==> src/hw/idu_pkg.sv <==
package idu_pkg;

    // *******************************************************************
    // widths
    // *******************************************************************
    localparam int xlen       = 64;
    localparam int ilen       = 32;
    localparam int reg_addr_w = 5;

    // major opcodes, inst[6:0]
    typedef enum logic [6:0] {
        opc_load      = 7'b0000011,
        opc_misc_mem  = 7'b0001111,
        opc_op_imm    = 7'b0010011,
        opc_auipc     = 7'b0010111,
        opc_op_imm_32 = 7'b0011011,
        opc_store     = 7'b0100011,
        opc_op        = 7'b0110011,
        opc_lui       = 7'b0110111,
        opc_op_32     = 7'b0111011,
        opc_branch    = 7'b1100011,
        opc_jalr      = 7'b1100111,
        opc_jal       = 7'b1101111,
        opc_system    = 7'b1110011
    } opcode_e;

    // decoded operation, funct3 and word qualify it further
    typedef enum logic [4:0] {
        op_add, op_sub, op_sll, op_slt, op_sltu,
        op_xor, op_srl, op_sra, op_or, op_and,
        op_load, op_store, op_branch, op_jal, op_jalr, op_lui, op_auipc,
        op_fence, op_ecall, op_ebreak, op_mret, op_sret, op_wfi,
        op_illegal
    } op_e;

    typedef enum logic [1:0] {
        prv_u = 2'd0,
        prv_s = 2'd1,
        prv_m = 2'd3
    } priv_e;

    // mcause exception codes
    typedef enum logic [3:0] {
        cause_inst_fault      = 4'd1,
        cause_illegal         = 4'd2,
        cause_breakpoint      = 4'd3,
        cause_ecall_u         = 4'd8,
        cause_ecall_s         = 4'd9,
        cause_ecall_m         = 4'd11,
        cause_inst_page_fault = 4'd12
    } cause_e;

    // *******************************************************************
    // packets
    // *******************************************************************
    typedef struct packed {
        logic [ilen-1:0] inst;
        logic [xlen-1:0] pc;
        logic [1:0]      rresp;
    } fetch_pkt_t;

    typedef struct packed {
        priv_e priv;
        logic  tsr;
        logic  tw;
    } status_t;

    typedef struct packed {
        op_e                   op;
        logic                  word;
        logic [2:0]            funct3;
        logic [reg_addr_w-1:0] rd;
        logic [reg_addr_w-1:0] rs1;
        logic [reg_addr_w-1:0] rs2;
        logic                  dest_wen;
        logic [xlen-1:0]       imm;
        logic [xlen-1:0]       pc;
        logic                  trap_valid;
        logic [xlen-1:0]       trap_cause;
        logic [xlen-1:0]       trap_tval;
        logic                  mret;
        logic                  sret;
    } decode_pkt_t;

endpackage

==> src/hw/inst_decoder.sv <==
`timescale 1ns/100ps

module inst_decoder
    import idu_pkg::*;
(
    input  fetch_pkt_t  fetch,
    output decode_pkt_t pkt
);

    logic [ilen-1:0] inst;
    logic [6:0]      funct7;
    logic [2:0]      funct3;
    opcode_e         opcode;
    op_e             alu_op;
    logic [xlen-1:0] imm_i, imm_s, imm_b, imm_u, imm_j;
    logic            shift_ok64, shift_ok32, reg_ok;
    logic            use_rs1, use_rs2;

    assign inst   = fetch.inst;
    assign funct7 = inst[31:25];
    assign funct3 = inst[14:12];
    assign opcode = opcode_e'(inst[6:0]);

    // sign extended immediates per format
    assign imm_i = {{(xlen-12){inst[31]}}, inst[31:20]};
    assign imm_s = {{(xlen-12){inst[31]}}, inst[31:25], inst[11:7]};
    assign imm_b = {{(xlen-13){inst[31]}}, inst[31], inst[7], inst[30:25], inst[11:8], 1'b0};
    assign imm_u = {{(xlen-32){inst[31]}}, inst[31:12], 12'h000};
    assign imm_j = {{(xlen-21){inst[31]}}, inst[31], inst[19:12], inst[20], inst[30:21], 1'b0};

    // encoding checks for shifts and register ops
    assign shift_ok64 = inst[31:26] == 6'b000000 ||
                        (funct3 == 3'b101 && inst[31:26] == 6'b010000);
    assign shift_ok32 = funct7 == 7'b0000000 ||
                        (funct3 == 3'b101 && funct7 == 7'b0100000);
    assign reg_ok     = funct7 == 7'b0000000 ||
                        (funct7 == 7'b0100000 && (funct3 == 3'b000 || funct3 == 3'b101));

    // funct3 to alu op, bit 30 selects arithmetic shift
    always_comb begin
        case (funct3)
            3'b000:  alu_op = op_add;
            3'b001:  alu_op = op_sll;
            3'b010:  alu_op = op_slt;
            3'b011:  alu_op = op_sltu;
            3'b100:  alu_op = op_xor;
            3'b101:  alu_op = inst[30] ? op_sra : op_srl;
            3'b110:  alu_op = op_or;
            default: alu_op = op_and;
        endcase
    end

    // *******************************************************************
    // main decode
    // *******************************************************************
    always_comb begin
        pkt        = '0;
        pkt.op     = op_illegal;
        pkt.funct3 = funct3;
        pkt.rd     = inst[11:7];
        pkt.pc     = fetch.pc;
        use_rs1    = 1'b0;
        use_rs2    = 1'b0;
        case (opcode)
            opc_lui: begin
                pkt.op       = op_lui;
                pkt.imm      = imm_u;
                pkt.dest_wen = 1'b1;
            end
            opc_auipc: begin
                pkt.op       = op_auipc;
                pkt.imm      = imm_u;
                pkt.dest_wen = 1'b1;
            end
            opc_jal: begin
                pkt.op       = op_jal;
                pkt.imm      = imm_j;
                pkt.dest_wen = 1'b1;
            end
            opc_jalr: begin
                if (funct3 == 3'b000) pkt.op = op_jalr;
                pkt.imm      = imm_i;
                pkt.dest_wen = 1'b1;
                use_rs1      = 1'b1;
            end
            opc_branch: begin
                if (funct3[2:1] != 2'b01) pkt.op = op_branch;
                pkt.imm = imm_b;
                use_rs1 = 1'b1;
                use_rs2 = 1'b1;
            end
            opc_load: begin
                // lb lh lw ld lbu lhu lwu
                if (funct3 != 3'b111) pkt.op = op_load;
                pkt.imm      = imm_i;
                pkt.dest_wen = 1'b1;
                use_rs1      = 1'b1;
            end
            opc_store: begin
                if (!funct3[2]) pkt.op = op_store;
                pkt.imm = imm_s;
                use_rs1 = 1'b1;
                use_rs2 = 1'b1;
            end
            opc_op_imm, opc_op_imm_32: begin
                pkt.word     = opcode == opc_op_imm_32;
                pkt.imm      = imm_i;
                pkt.dest_wen = 1'b1;
                use_rs1      = 1'b1;
                if (!pkt.word && (funct3[1:0] != 2'b01 || shift_ok64))
                    pkt.op = alu_op;
                if (pkt.word && (funct3 == 3'b000 || (funct3[1:0] == 2'b01 && shift_ok32)))
                    pkt.op = alu_op;
            end
            opc_op, opc_op_32: begin
                pkt.word     = opcode == opc_op_32;
                pkt.dest_wen = 1'b1;
                use_rs1      = 1'b1;
                use_rs2      = 1'b1;
                if (reg_ok && (!pkt.word || funct3 == 3'b000 || funct3[1:0] == 2'b01))
                    pkt.op = (funct3 == 3'b000 && inst[30]) ? op_sub : alu_op;
            end
            opc_misc_mem: begin
                if (funct3 == 3'b000) pkt.op = op_fence;
            end
            opc_system: begin
                // no csr support, only full-word system encodings
                case (inst)
                    32'h0000_0073: pkt.op = op_ecall;
                    32'h0010_0073: pkt.op = op_ebreak;
                    32'h1050_0073: pkt.op = op_wfi;
                    32'h3020_0073: begin
                        pkt.op   = op_mret;
                        pkt.mret = 1'b1;
                    end
                    32'h1020_0073: begin
                        pkt.op   = op_sret;
                        pkt.sret = 1'b1;
                    end
                    default: pkt.op = op_illegal;
                endcase
            end
            default: pkt.op = op_illegal;
        endcase

        // an unknown encoding carries no operands or writeback
        if (pkt.op == op_illegal) begin
            pkt.dest_wen = 1'b0;
            pkt.word     = 1'b0;
            pkt.imm      = '0;
            use_rs1      = 1'b0;
            use_rs2      = 1'b0;
        end
        pkt.rs1 = use_rs1 ? inst[19:15] : '0;
        pkt.rs2 = use_rs2 ? inst[24:20] : '0;
    end

endmodule

==> src/hw/trap_check.sv <==
`timescale 1ns/100ps

module trap_check
    import idu_pkg::*;
(
    input  decode_pkt_t raw,
    input  fetch_pkt_t  fetch,
    input  status_t     status,
    output decode_pkt_t pkt
);

    logic   below_m;
    logic   illegal;
    logic   fetch_err;
    logic   trap;
    cause_e cause;

    assign below_m   = status.priv != prv_m;
    // rresp 2 and 3 are the fetch error responses
    assign fetch_err = fetch.rresp[1];

    // privilege checks for the return and wait instructions
    assign illegal = raw.op == op_illegal ||
                     (raw.mret && below_m) ||
                     (raw.sret && status.priv == prv_u) ||
                     (raw.sret && status.priv == prv_s && status.tsr) ||
                     (raw.op == op_wfi && below_m && status.tw);

    assign trap = fetch_err || illegal || raw.op == op_ecall || raw.op == op_ebreak;

    // cause priority, page fault first
    always_comb begin
        if (fetch.rresp == 2'd2)         cause = cause_inst_page_fault;
        else if (illegal)                cause = cause_illegal;
        else if (raw.op == op_ebreak)    cause = cause_breakpoint;
        else if (fetch.rresp == 2'd3)    cause = cause_inst_fault;
        else if (status.priv == prv_u)   cause = cause_ecall_u;
        else if (status.priv == prv_s)   cause = cause_ecall_s;
        else                             cause = cause_ecall_m;
    end

    always_comb begin
        pkt            = raw;
        pkt.trap_valid = trap;
        pkt.trap_cause = trap ? {{(xlen-4){1'b0}}, cause} : '0;
        if (fetch_err || raw.op == op_ebreak)
            pkt.trap_tval = fetch.pc;
        else if (illegal)
            pkt.trap_tval = {{(xlen-ilen){1'b0}}, fetch.inst};
        else
            pkt.trap_tval = '0;
    end

endmodule

==> src/hw/decode_reg.sv <==
`timescale 1ns/100ps

module decode_reg
    import idu_pkg::*;
(
    input  logic        clk,
    input  logic        arst_n,
    input  decode_pkt_t in_pkt,
    input  logic        inst_valid,
    input  logic        ex_ready,
    input  logic        ex_flush,
    output logic        inst_ready,
    output logic        decode_valid,
    output decode_pkt_t out_pkt,
    output logic        if_flush
);

    logic held_trap;
    logic slot_free;

    // trap, mret or sret waiting in the register redirects fetch
    assign held_trap = decode_valid && (out_pkt.trap_valid || out_pkt.mret || out_pkt.sret);

    // empty, or the current packet leaves this cycle
    assign slot_free = ex_ready || !decode_valid;

    assign inst_ready = inst_valid && slot_free && !ex_flush && !held_trap;
    assign if_flush   = ex_flush || held_trap;

    // *******************************************************************
    // valid flop and packet register
    // *******************************************************************
    always_ff @(posedge clk or negedge arst_n) begin
        if (!arst_n) begin
            decode_valid <= 1'b0;
        end else if (ex_flush) begin
            decode_valid <= 1'b0;
        end else if (slot_free) begin
            decode_valid <= inst_ready;
        end
    end

    // holds under back-pressure since inst_ready is low then
    always_ff @(posedge clk) begin
        if (inst_ready) begin
            out_pkt <= in_pkt;
        end
    end

endmodule

==> src/hw/operand_select.sv <==
`timescale 1ns/100ps

module operand_select
    import idu_pkg::*;
(
    input  decode_pkt_t     pkt,
    output logic [xlen-1:0] operand1,
    output logic [xlen-1:0] operand2,
    output logic [xlen-1:0] next_pc
);

    // link address and pc relative ops use the pc
    always_comb begin
        case (pkt.op)
            op_auipc, op_jal, op_jalr: operand1 = pkt.pc;
            default:                   operand1 = '0;
        endcase
    end

    // register forms of the alu ops carry a zero immediate
    always_comb begin
        case (pkt.op)
            op_jal, op_jalr:
                operand2 = xlen'(4);
            op_add, op_sub, op_sll, op_slt, op_sltu, op_xor, op_srl, op_sra, op_or, op_and,
            op_lui, op_auipc, op_load, op_store:
                operand2 = pkt.imm;
            default:
                operand2 = '0;
        endcase
    end

    assign next_pc = pkt.pc + xlen'(4);

endmodule

==> src/hw/idu_top.sv <==
`timescale 1ns/100ps

module idu_top
    import idu_pkg::*;
(
    input  logic            clk,
    input  logic            arst_n,
    input  fetch_pkt_t      fetch,
    input  logic            inst_valid,
    output logic            inst_ready,
    input  status_t         status,
    input  logic            ex_ready,
    input  logic            ex_flush,
    output logic            decode_valid,
    output decode_pkt_t     decode,
    output logic [xlen-1:0] operand1,
    output logic [xlen-1:0] operand2,
    output logic [xlen-1:0] next_pc,
    output logic            if_flush
);

    decode_pkt_t raw_pkt;
    decode_pkt_t chk_pkt;

    inst_decoder u_decoder (
        .fetch (fetch),
        .pkt   (raw_pkt)
    );

    trap_check u_trap_check (
        .raw    (raw_pkt),
        .fetch  (fetch),
        .status (status),
        .pkt    (chk_pkt)
    );

    decode_reg u_decode_reg (
        .clk          (clk),
        .arst_n       (arst_n),
        .in_pkt       (chk_pkt),
        .inst_valid   (inst_valid),
        .ex_ready     (ex_ready),
        .ex_flush     (ex_flush),
        .inst_ready   (inst_ready),
        .decode_valid (decode_valid),
        .out_pkt      (decode),
        .if_flush     (if_flush)
    );

    operand_select u_operand_select (
        .pkt      (decode),
        .operand1 (operand1),
        .operand2 (operand2),
        .next_pc  (next_pc)
    );

endmodule

==> config.mk <==
export PLATFORM = sky130hd
export DESIGN_NAME = idu_top
export DESIGN_NICKNAME = d
export VERILOG_FILES = /design/src/hw/idu_pkg.sv /design/src/hw/inst_decoder.sv /design/src/hw/trap_check.sv /design/src/hw/decode_reg.sv /design/src/hw/operand_select.sv /design/src/hw/idu_top.sv
export SDC_FILE = /design/constraint.sdc
export NUM_CORES = 1
export LEC_CHECK = 0
export ABC_AREA = 1
export BUFFER_PORTS_ARGS = -buffer_cell sky130_fd_sc_hd__buf_2
export CORE_AREA = 5 5 225 227
export DETAILED_ROUTE_END_ITERATION = 12
export DIE_AREA = 0 0 230 232
export SETUP_SLACK_MARGIN = 0.15
export SLEW_MARGIN = 20
export SYNTH_ARGS = -nofsm -noshare
export SYNTH_HDL_FRONTEND = slang
export SYNTH_SLANG_ARGS = --single-unit
==> constraint.sdc <==
create_clock -name clk -period 26.8 [get_ports clk]
set_input_delay 4.02 -clock clk [delete_from_list [all_inputs] [get_ports clk]]
set_output_delay 4.02 -clock clk [all_outputs]
set_load 0.05 [all_outputs]
Word level (Yosys, flattened, before mapping)
Index checks and enable logic that the tools add are counted.
{"block": "word_totals", "regBits": 285, "latchBits": 0, "mem_bits_rw": 0, "rom_bits": 0, "in_bits": 107, "out_inout_bits": 479, "word_cells": 169, "mem_count": 0}
{"block": "classes", "add_sub_neg": 1, "mul": 0, "div": 0, "order_cmp": 0, "eq_ne": 53, "n_shift": 0, "muxes": 35, "n_bitwise": 1, "n_reduce_logical": 61}
{"cell": "case mux 64 bit (5 select lines)", "n": 1}
{"cell": "two-way mux 64 bit", "n": 2}
{"cell": "case mux 64 bit (2 select lines)", "n": 1}
{"cell": "adder 64 x 3 -> 64 bit (second input constant)", "n": 1}
{"cell": "equality test 32 x 29 -> 1 bit (second input constant)", "n": 2}
{"cell": "case mux 5 bit (11 select lines)", "n": 1}
{"cell": "two-way mux 5 bit", "n": 8}
{"cell": "equality test 5 x 4 -> 1 bit (second input constant)", "n": 7}
{"cell": "equality test 7 x 6 -> 1 bit (second input constant)", "n": 5}
{"cell": "case mux 5 bit (7 select lines)", "n": 1}
{"cell": "equality test 32 x 21 -> 1 bit (second input constant)", "n": 1}
{"cell": "equality test 32 x 30 -> 1 bit (second input constant)", "n": 1}
{"cell": "equality test 32 x 7 -> 1 bit (second input constant)", "n": 1}
{"cell": "two-way mux 32 bit", "n": 1}
{"cell": "equality test 7 bit (second input constant)", "n": 4}
{"cell": "equality test 5 bit (second input constant)", "n": 5}
{"cell": "equality test 7 x 5 -> 1 bit (second input constant)", "n": 3}
{"cell": "equality test 5 x 3 -> 1 bit (second input constant)", "n": 4}
{"cell": "logical OR 1 bit", "n": 20}
{"cell": "two-way mux 4 bit", "n": 5}
{"cell": "logical AND 1 bit", "n": 18}
{"cell": "case mux 3 bit (5 select lines)", "n": 1}
{"cell": "OR reduction 14 bit", "n": 1}
{"cell": "equality test 5 x 2 -> 1 bit (second input constant)", "n": 2}
{"cell": "29 further kinds", "n": 55}

Longest topological paths before layout
Gate-level depths: netlist (run 1).
{"block": "depth", "word_depth": 18, "mapped_depth": 18, "ltp_nobuf": 17}

Hierarchy
From an unflattened synthesis (run 1), not the netlist that was laid out.
{"block": "hier_totals", "hier_cells": 2011, "hier_area_um2": 17724.5}
{"mod": "decode_reg", "n_inst": 1, "cells_each": 299, "area_each_um2": 8609.5, "seq_area_each_um2": 8553.2}
{"mod": "inst_decoder", "n_inst": 1, "cells_each": 569, "area_each_um2": 3372.0, "seq_area_each_um2": 0.0}
{"mod": "operand_select", "n_inst": 1, "cells_each": 708, "area_each_um2": 3034.2, "seq_area_each_um2": 0.0}
{"mod": "trap_check", "n_inst": 1, "cells_each": 435, "area_each_um2": 2708.8, "seq_area_each_um2": 0.0}

Worst setup path before layout (run 1)
No wires, ideal clock.
{"block": "synth_path", "kind": "in2out", "start": "input port ex_flush", "end": "output port inst_ready", "arrival_ns": 14.143, "t_required_ns": 22.780, "setup_slack_ns": 8.637, "path_stages": 3, "n_path_buf": 0, "path_cell_list": "inv_1 -> nand3_1 -> a21oi_1"}
{"block": "synth_via", "elab_chain_len": 3}
{"element": "start, declared", "line": "idu_top.sv:13", "rtl": "input logic ex_flush,"}
{"element": "zero test 1 bit", "line": "decode_reg.sv:27", "rtl": "assign inst_ready = inst_valid && slot_free && !ex_flush && !held_trap;"}
{"element": "logical AND 1 bit (2 in a row)", "line": "decode_reg.sv:27"}
{"element": "end, declared", "line": "idu_top.sv:10", "rtl": "output logic inst_ready,"}
No other way between the ends.

Worst setup path after layout (run 1)
Same ends and word-level chain as after synthesis.

==> results of run 1 <==
==> cell families (layout without fill, tap and decap cells) <==
kind of cell | Yosys count | after routing | share of synthesized area
compound gates | 44 | 44 | 0.0220
xor+xnor | 58 | 58 | 0.0451
fa+ha+maj | 1 | 1 | 0.00111
buf+inv | 369 | 777 | 0.168
flops | 193 | 193 | 0.514
other cells | 1 | 61 | 0.000333
simple gates | 641 | 641 | 0.249
==> worst max-delay path, cell delays in order <==
cell and delay, ps:
buf_2 90, inv_1 80, nand3_1 140, a21oi_4 150, buf_4 440, buf_2 370
==> cells in the final DEF, fill, tap and decap left out, drive strengths merged <==
cell type	netlist	layout
a211oi	1	1
a21oi	15	15
a22oi	6	6
and2	1	1
and3	2	2
buf	140	533
clkbuf	16	17
clkinv	1	6
clkinvlp	0	3
conb	1	60
dfrtp	1	1
diode	0	1
edfxtp	192	192
ha	1	1
inv	212	218
nand2	218	218
nand3	85	85
nand3b	3	3
nand4	17	17
nor2	258	258
nor3	43	43
nor4	14	14
o21ai	19	19
o221a	1	1
o22ai	1	1
o31ai	1	1
xor2	58	58
==> power breakdown <==
group | leakage (nW) | switching [W] | total, W | internal, W
Combinational | 5.10 | 0.000171 | 0.000205 | 0.0000342
Clock | 0.266 | 0.000134 | 0.000255 | 0.000122
Sequential | 1.79 | 0.00000993 | 0.000360 | 0.000350
Total | 7.16 | 0.000314 | 0.000820 | 0.000506
==> sequential cells by signal, summed over array words and instances (netlist names) <==
signal	flops
u_decode_reg.decode_valid	1
u_decode_reg.out_pkt	192
==> metrics by stage <==
stage | utilization | power, W | hold WS (ps)
after CTS | 0.298 | 0.000833 | 632
final | 0.298 | 0.000820 | 635
after global placement | 0.287 | 0.000572 | 584
after detailed placement | 0.287 | 0.000573 | 617
after global routing | 0.298 | 0.000853 | 666
after floorplan | - | 0.000529 | 806
==> metal layers <==
metal  global-route usage  routed length, um  vias to the layer above
met2                0.331              26500                      454
li1                     -                  -                     4892
met4               0.0736               1660                        0
met5                    0                  0                        -
met1                0.208              19500                     5067
met3               0.0377               3060                       61
==> final timing paths <==
kind / slack [ps] / start / to
hold reg to reg: 640 / u_decode_reg.decode_valid$_DFFE_PN0P_ / u_decode_reg.decode_valid$_DFFE_PN0P_
setup reg to reg: 23420 / u_decode_reg.out_pkt[1]$_DFFE_PP_ / u_decode_reg.out_pkt[25]$_DFFE_PP_
hold / removal: 640 / u_decode_reg.decode_valid$_DFFE_PN0P_ / u_decode_reg.decode_valid$_DFFE_PN0P_
setup / recovery: 17450 / ex_flush / inst_ready
min in group asynchronous: 3300 / arst_n / u_decode_reg.decode_valid$_DFFE_PN0P_
max in group asynchronous: 23420 / arst_n / u_decode_reg.decode_valid$_DFFE_PN0P_
==> layout make-up <==
class	instances	area (sq um)	share of cell area
tap	622	778	0.0539
sequential	193	5790	0.401
inverter	213	800	0.0554
clock buffer	17	425	0.0295
multi-input combinational	804	3820	0.265
antenna	1	2.50	0.000173
clock inverter	14	129	0.00893
timing repair buffer	533	2690	0.186
==> run metrics, run 1 <==
Layout Skew=5.91 ps; Hold Path Class=reg -> reg; critical path data arrival time=5330 ps; Synth Instances=1,307; peak supply drop=0.0409 mV; Final ANT Viol Nets=0; synthesized cell area=11,300 sq um; vias per inst=4.37; I/O pin cnt=586; register area share after synthesis=0.514; Global Route Usage Sum=0.182; Top FF cell, synth=edfxtp_1; CP Class=in -> out; initial antenna violation count=2; Fmax=107 MHz; die area=53,400 sq um; critical path peak fanout=28; relative slew slack=0.349; R2R cell count=6; CTS Buf Count=17; CTS tree=done; Final Setup Violations=0; worst path required time=22,780 ps; largest net degree at the start of global routing=66; first-pass GRT wire length=70,700 um; Max-cap violations=0; clock root buffer master=clkbuf_16; Final WS setup=17,450 ps; Distinct cells, synth=39; number of synthesized flops with an enable pin=192; IO buf count=525; drt total wl=50,700 um; Critical Path End Type=primary output; gr ovfl total=0; setup repair after global routing missed its margin=no; placed cell area=13,900 sq um; Fill cells=5,261; worst skew pair latency=480 ps; largest area contributor in the netlist=edfxtp_1; Resized cells post-CTS=0; placed cells=2,365; DR pass1 iterations=5; Design Area, Final=14,400 sq um; asr flop ratio synth=0.00518; Yosys warnings=0; leakage=7.16 nW; fin crit share=0.349; H-tree levels=4; postcts setup bufs=0; top cells by count, synth=nor2_1, nand2_1, inv_1; Die X=230 um; final cell count without fillers=2,397; startpoint class of the critical path=input port; P&R area growth vs syn=28.2%; Placer Congestion=0.902; via count=10,500; nets@finish=1,870; Core ar.=48,400 sq um; # rows=81; chip height=232 um; Final min period=9350 ps; ranking of synthesized cells by area=edfxtp_1, buf_4, nor2_1, nand2_1, inv_1; clk buf depth=2; Iter 0 DRT Violations=783; # clock sinks=193; status=finished, final reports clean; clk slew on worst S/H paths=70 ps; layout cell share with drive strength beyond 1=0.341; dpl ws=17,460 ps; WL per Instance=21.1 um; count leader, synth=nor2_1; Remaining DRCs=0; setup TNS=0 ps; initial core utilization=0.232; top-area cell type share of the netlist area=0.512; Final Hold Viols=0; Final Slew Violations=0; vias in the first global route=10,300; DP HPWL=41,200 um; Mapped Avg Cell Area=8.62 sq um; synthesis-stage register bit count=193; WHS Path Cells=2; cts hold-fix bufs=0; pwr/cell area=56.8 nW/um^2; Slew @ Worst Pin=967 ps
Power figures use the tool's default switching activity.
==> inputs of run 2 (changes only) <==
clock period = 8.7 ns   (was 26.8 ns; I/O delays follow)
==> run 2 against run 1 <==
Sequential share of layout area down 0.14 points. Setup slack got worse by 14000 ps. Global-route usage is 0.17 points lower. Largest power group unchanged.
==> run metrics, run 2 (synthesis gave the netlist of run 1 again) <==
initial antenna violation count=4; Fill cells=5,235; setup TNS=0 ps; CTS tree=done; Clk network pwr share=0.326; leakage=7.18 nW; relative slew slack=0.388; Final Setup Violations=0; Core ar.=48,400 sq um; Biggest register=u_decode_reg.out_pkt; dpl ws=4250 ps; worst skew pair latency=480 ps; Iter 0 DRT Violations=769; # clock sinks=193; Final Hold Viols=0; Slowest-stage cell, CP=edfxtp_1; sequential share of power=0.430; clk buf depth=2; I/O pin cnt=586; IO buf count=525; Die X=230 um; placed cell area=13,900 sq um; status=finished, final reports clean; peak supply drop=0.138 mV; # rows=81; DP HPWL=41,700 um; Final WS setup=3900 ps; Design Area, Final=14,500 sq um; Slew @ Worst Pin=919 ps; clk slew on worst S/H paths=70 ps; CP Class=reg -> out; Placer Congestion=0.873; drt total wl=50,300 um; max FFs per register=192; setup repair after global routing missed its margin=no; H-tree levels=4; gr ovfl total=0; via count=10,400; Final Slew Violations=0; nets@finish=1,869; initial core utilization=0.232; die area=53,400 sq um; Ant. Diodes=0; P&R area growth vs syn=28.6%; startpoint class of the critical path=flip-flop; commonest non-fill, non-tap cells in the layout=buf_2, nor2_1, nand2_1, inv_1, edfxtp_1; Hold Path Class=in -> async; Resized cells post-CTS=0; Hold WS=585 ps; Layout Skew=8.47 ps; vias in the first global route=10,100; first-pass GRT wire length=70,000 um; CTS Buf Count=17; layout cell share with drive strength beyond 1=0.340; Critical Path End Type=primary output; Pint=0.00162 W; Switching Fraction=0.373; Global Route Usage Sum=0.180; biggest regs=u_decode_reg.out_pkt: 192 flops, u_decode_reg.decode_valid: 1 flops; pwr/cell area=178 nW/um^2; Cell Chain, Critical Path=ha_1 > nand2_1 > nor2_2 > nand2_1 > nor2_4 > nand2_2 > nor2_2 > nand3_2 > nor2_4 > nand3_2 > nor3_2 > nand3_1 > xor2_1 > buf_2; clock root buffer master=clkbuf_16; critical path peak fanout=4; Remaining DRCs=0; critical path data arrival time=3500 ps; Max-cap violations=0; chip height=232 um; Final ANT Viol Nets=0; worst path required time=7390 ps; postcts setup bufs=0; cts hold-fix bufs=0; Comb pwr share=0.244; DR pass1 iterations=5; Final min period=4800 ps; commonest non-fill, non-tap cell in the layout=buf_2; max incr delay on CP=390 ps; WL per Instance=21.0 um; vias per inst=4.34; Fmax=208 MHz; fin crit share=0.552; largest net degree at the start of global routing=106; switching power=0.000962 W
[run 2: changes by cell type in the layout (fill, tap and decap cells not counted), sizes merged]
cell      before  now
buf          533  532
clkbuf        17   18
diode          1    0
bufinv         0    2
clkinvlp       3    1
clkinv         6    5
inv          218  219
[run 2: stage by stage]
step	power (W)	util	instances
after floorplan	0.00162	-	1366
after global placement	0.00176	0.287	2364
final	0.00258	0.299	2396
after global routing	0.00268	0.299	2396
after CTS	0.00261	0.299	2396
after detailed placement	0.00176	0.287	2364
[run 2: worst paths after layout]
path                                                       start                               endpoint  slack [ps]  cells after the start
min reg2reg                u_decode_reg.decode_valid$_DFFE_PN0P_  u_decode_reg.decode_valid$_DFFE_PN0P_         630                      2
max in group asynchronous                                 arst_n  u_decode_reg.decode_valid$_DFFE_PN0P_        8030                      1
max reg2reg                    u_decode_reg.out_pkt[1]$_DFFE_PP_    u_decode_reg.out_pkt[152]$_DFFE_PP_        5940                      5
min in group clk           u_decode_reg.decode_valid$_DFFE_PN0P_  u_decode_reg.decode_valid$_DFFE_PN0P_         630                      2
max                          u_decode_reg.out_pkt[134]$_DFFE_PP_                            next_pc[48]        3900                     14
min                                                       arst_n  u_decode_reg.decode_valid$_DFFE_PN0P_         580                      1
[run 2: power by group through the flow]
stage | clock (W) | combinational, W | sequential, W
after floorplan | 0 | 0.000346 | 0.00128
after global placement | 0 | 0.000634 | 0.00113
after detailed placement | 0 | 0.000635 | 0.00113
after CTS | 0.000869 | 0.000636 | 0.00111
after global routing | 0.000901 | 0.000664 | 0.00111
final | 0.000842 | 0.000629 | 0.00111
[run 2: layout make-up]
class / count / area, sq um / area share
clock buffer: 18 / 429 / 0.0296
multi-input combinational: 804 / 3820 / 0.264
clock inverter: 14 / 173 / 0.0119
timing repair buffer: 532 / 2690 / 0.186
sequential: 193 / 5790 / 0.400
tap: 622 / 778 / 0.0537
inverter: 213 / 800 / 0.0552
[run 2: critical path, delay by kind of cell (launching register included)]
| kind | cells | cell delay [ps] |
|---|---|---|
| simple gates | 11 | 1870 |
| flops | 1 | 390 |
| buf+inv | 1 | 300 |
| xor+xnor | 1 | 260 |
| fa+ha+maj | 1 | 200 |
[run 2: metal layers]
layer	up-vias	GRT usage	part of all wire
met1	4966	0.201	0.38
li1	4882	-	-
met2	460	0.326	0.52
met4	8	0.0641	0.029
met5	-	0	0.0011
met3	71	0.0529	0.075
==> inputs of run 3 (changes only) <==
ABC_AREA = 0   (was 1)
clock period = 4 ns   (was 8.7 ns; I/O delays follow)
==> run 3 against run 2 <==
Cell area shrank 1.3%. Flip-flop and latch count is the same. Critical path depth shrank 4. Clock skew grew 13 ps. Global-route usage shrank 1.6 points. Register-to-register slack lost 4000 ps. Wire length shrank 7.9%. Final cell count shrank 12%. Hold slack lost 290 ps. Sequential power grew 120%.
==> run metrics, run 3 <==
Final ANT Viol Nets=0; DR pass1 iterations=7; WL per Instance=22.0 um; via count=9,385; Distinct cells, synth=63; leakage=6.13 nW; count leader, synth=edfxtp_1; Placer Congestion=0.899; I/O pin cnt=586; Ant. Diodes=0; initial antenna violation count=4; Biggest register=u_decode_reg.out_pkt; critical path data arrival time=3070 ps; ranking of synthesized cells by area=edfxtp_1, buf_4, and2_1, nand2_1, xnor2_1; number of synthesized flops with an enable pin=192; Fill cells=5,087; Final min period=3670 ps; clock root buffer master=clkbuf_16; drt total wl=46,300 um; P&R area growth vs syn=31.9%; nets@finish=1,580; total power=0.00553 W; Final Setup Violations=0; Critical Path End Type=primary output; CTS tree=done; HP Start=fetch[36]; Iter 0 DRT Violations=731; Slowest-stage cell, CP=edfxtp_1; worst skew pair latency=490 ps; synthesized cell area=10,800 sq um; reg2reg start=u_decode_reg.out_pkt[1]$_DFFE_PP_; status=finished, final reports clean; Synth Instances=1,009; commonest non-fill, non-tap cell in the layout=buf_2; # rows=81; pwr/cell area=387 nW/um^2; gr ovfl total=0; startpoint class of the critical path=flip-flop; H-tree levels=4; top-area cell type share of the netlist area=0.532; Cell Chain, Critical Path=ha_1 > nand3_1 > buf_4 > nor3_2 > and2_1 > nand2_1 > nor3_2 > nand2_1 > xnor2_1 > buf_2; Die X=230 um; largest area contributor in the netlist=edfxtp_1; critical path peak fanout=6; Hold WS=298 ps; Mapped Avg Cell Area=10.7 sq um; Remaining DRCs=0; asr flop ratio synth=0.00518; synthesis-stage register bit count=193; Fmax=273 MHz; layout cell share with drive strength beyond 1=0.426; chip height=232 um; DP HPWL=36,900 um; CP Class=reg -> out; relative slew slack=0.453; clk slew on worst S/H paths=80 ps; clk buf depth=2; start point of the critical path=u_decode_reg.out_pkt[133]$_DFFE_PP_; placed cells=2,070; IO buf count=525; largest net degree at the start of global routing=100; max incr delay on CP=490 ps; biggest regs=u_decode_reg.out_pkt: 192 flops, u_decode_reg.decode_valid: 1 flops; Layout Skew=21.5 ps; Top FF cell, synth=edfxtp_1; first-pass GRT wire length=64,100 um; vias in the first global route=8,964; CTS Buf Count=17; fin crit share=0.917; peak supply drop=0.329 mV; setup TNS=0 ps; max FFs per register=192; final cell count without fillers=2,107; Global Route Usage Sum=0.164; Slew @ Worst Pin=813 ps; Max-cap violations=0; Final Slew Violations=0; Hold Path Class=in -> reg; die area=53,400 sq um; commonest non-fill, non-tap cells in the layout=buf_2, edfxtp_1, and2_1, nand2_1, conb_1; Final Hold Viols=0; setup repair after global routing missed its margin=no; Core ar.=48,400 sq um; worst path required time=3400 ps; register area share after synthesis=0.534; vias per inst=4.45; # clock sinks=193; Yosys warnings=0; initial core utilization=0.224; top cells by count, synth=edfxtp_1, and2_1, buf_4
run 3: changes by cell type in the layout (fill, tap and decap cells not counted), sizes merged, moves of 8 or more:
cell | before | now
and2 | 1 | 136
inv | 219 | 22
nand2b | 0 | 9
buf | 532 | 550
and3 | 2 | 10
nand3 | 85 | 26
o21ai | 19 | 48
nor2 | 258 | 41
xnor2 | 0 | 38
xor2 | 58 | 22
nor3 | 43 | 25
nor3b | 0 | 18
nand2 | 218 | 120
a21oi | 15 | 27
run 3: metal layers:
layer | share of wire | GRT usage | routed length [um] | vias up
met1 | 0.40 | 0.201 | 18700 | 4525
met3 | 0.075 | 0.0467 | 3490 | 61
li1 | - | - | - | 4302
met4 | 0.027 | 0.0568 | 1270 | 6
met5 | 0.00088 | 0 | 41 | -
met2 | 0.49 | 0.278 | 22800 | 491
run 3: kinds of logic (layout without fill, tap and decap cells):
kind of cell | count (synthesis) | after routing | synth area share
AO/OA/AOI/OAI | 124 | 124 | 0.0823
XOR/XNOR | 60 | 60 | 0.0485
adder cells (fa/ha/maj) | 1 | 1 | 0.00115
buffers and inverters | 182 | 599 | 0.109
flip-flops | 193 | 193 | 0.534
multiplexers | 1 | 1 | 0.000924
other | 1 | 60 | 0.000346
AND/OR/NAND/NOR | 447 | 447 | 0.223
run 3: worst paths after layout:
check | end | slack [ps] | cells past startpoint
setup reg to reg | u_decode_reg.out_pkt[136]$_DFFE_PP_ | 1910 | 4
setup / recovery | next_pc[28] | 330 | 10
max in group asynchronous | u_decode_reg.decode_valid$_DFFE_PN0P_ | 3500 | 2
hold / removal | u_decode_reg.out_pkt[165]$_DFFE_PP_ | 300 | 1
hold reg to reg | u_decode_reg.decode_valid$_DFFE_PN0P_ | 610 | 2
min in group asynchronous | u_decode_reg.decode_valid$_DFFE_PN0P_ | 410 | 2
run 3: critical path: cells and delay by family (launching register included):
kind                       cells  cell delay, ps
xor gates and xnor gates       1             140
adders and majority gates      1             230
buffers and inverters          2             510
DFF                            1             490
and+or+nand+nor                6            1210
run 3: power by group:
part	internal (W)	switching [W]	leakage (nW)	total [W]
Combinational	0.000259	0.00105	4.03	0.00131
Sequential	0.00234	0.0000740	1.80	0.00241
Clock	0.000940	0.000872	0.299	0.00181
run 3: stage by stage:
stage / setup WS, ps / instance area (sq um) / util
after floorplan: 271 / 11100 / -
after detailed placement: 431 / 13600 / 0.281
final: 332 / 14300 / 0.295
after global placement: 405 / 13600 / 0.281
after global routing: 166 / 14300 / 0.295
after CTS: 199 / 14300 / 0.294
run 3: repair_timing:
| item | CTS | global route |
|---|---|---|
| cloned | 0 | 0 |
| buffers inserted | 2 | 2 |
| endpoints found under the hold margin | 1 | 0 |
| gates resized for setup | 7 | 3 |
| endpoints found under the setup margin | 22 | 10 |
| pin swaps | 2 | 1 |
| hold buffers | 1 | 0 |
run 3: layout make-up:
class	count	area [sq um]	share of cell area
inverter	16	60.1	0.00420
clock inverter	15	175	0.0123
timing repair buffer	551	2900	0.203
sequential	193	5790	0.405
multi-input combinational	693	4170	0.291
clock buffer	17	425	0.0298
tap	622	778	0.0544
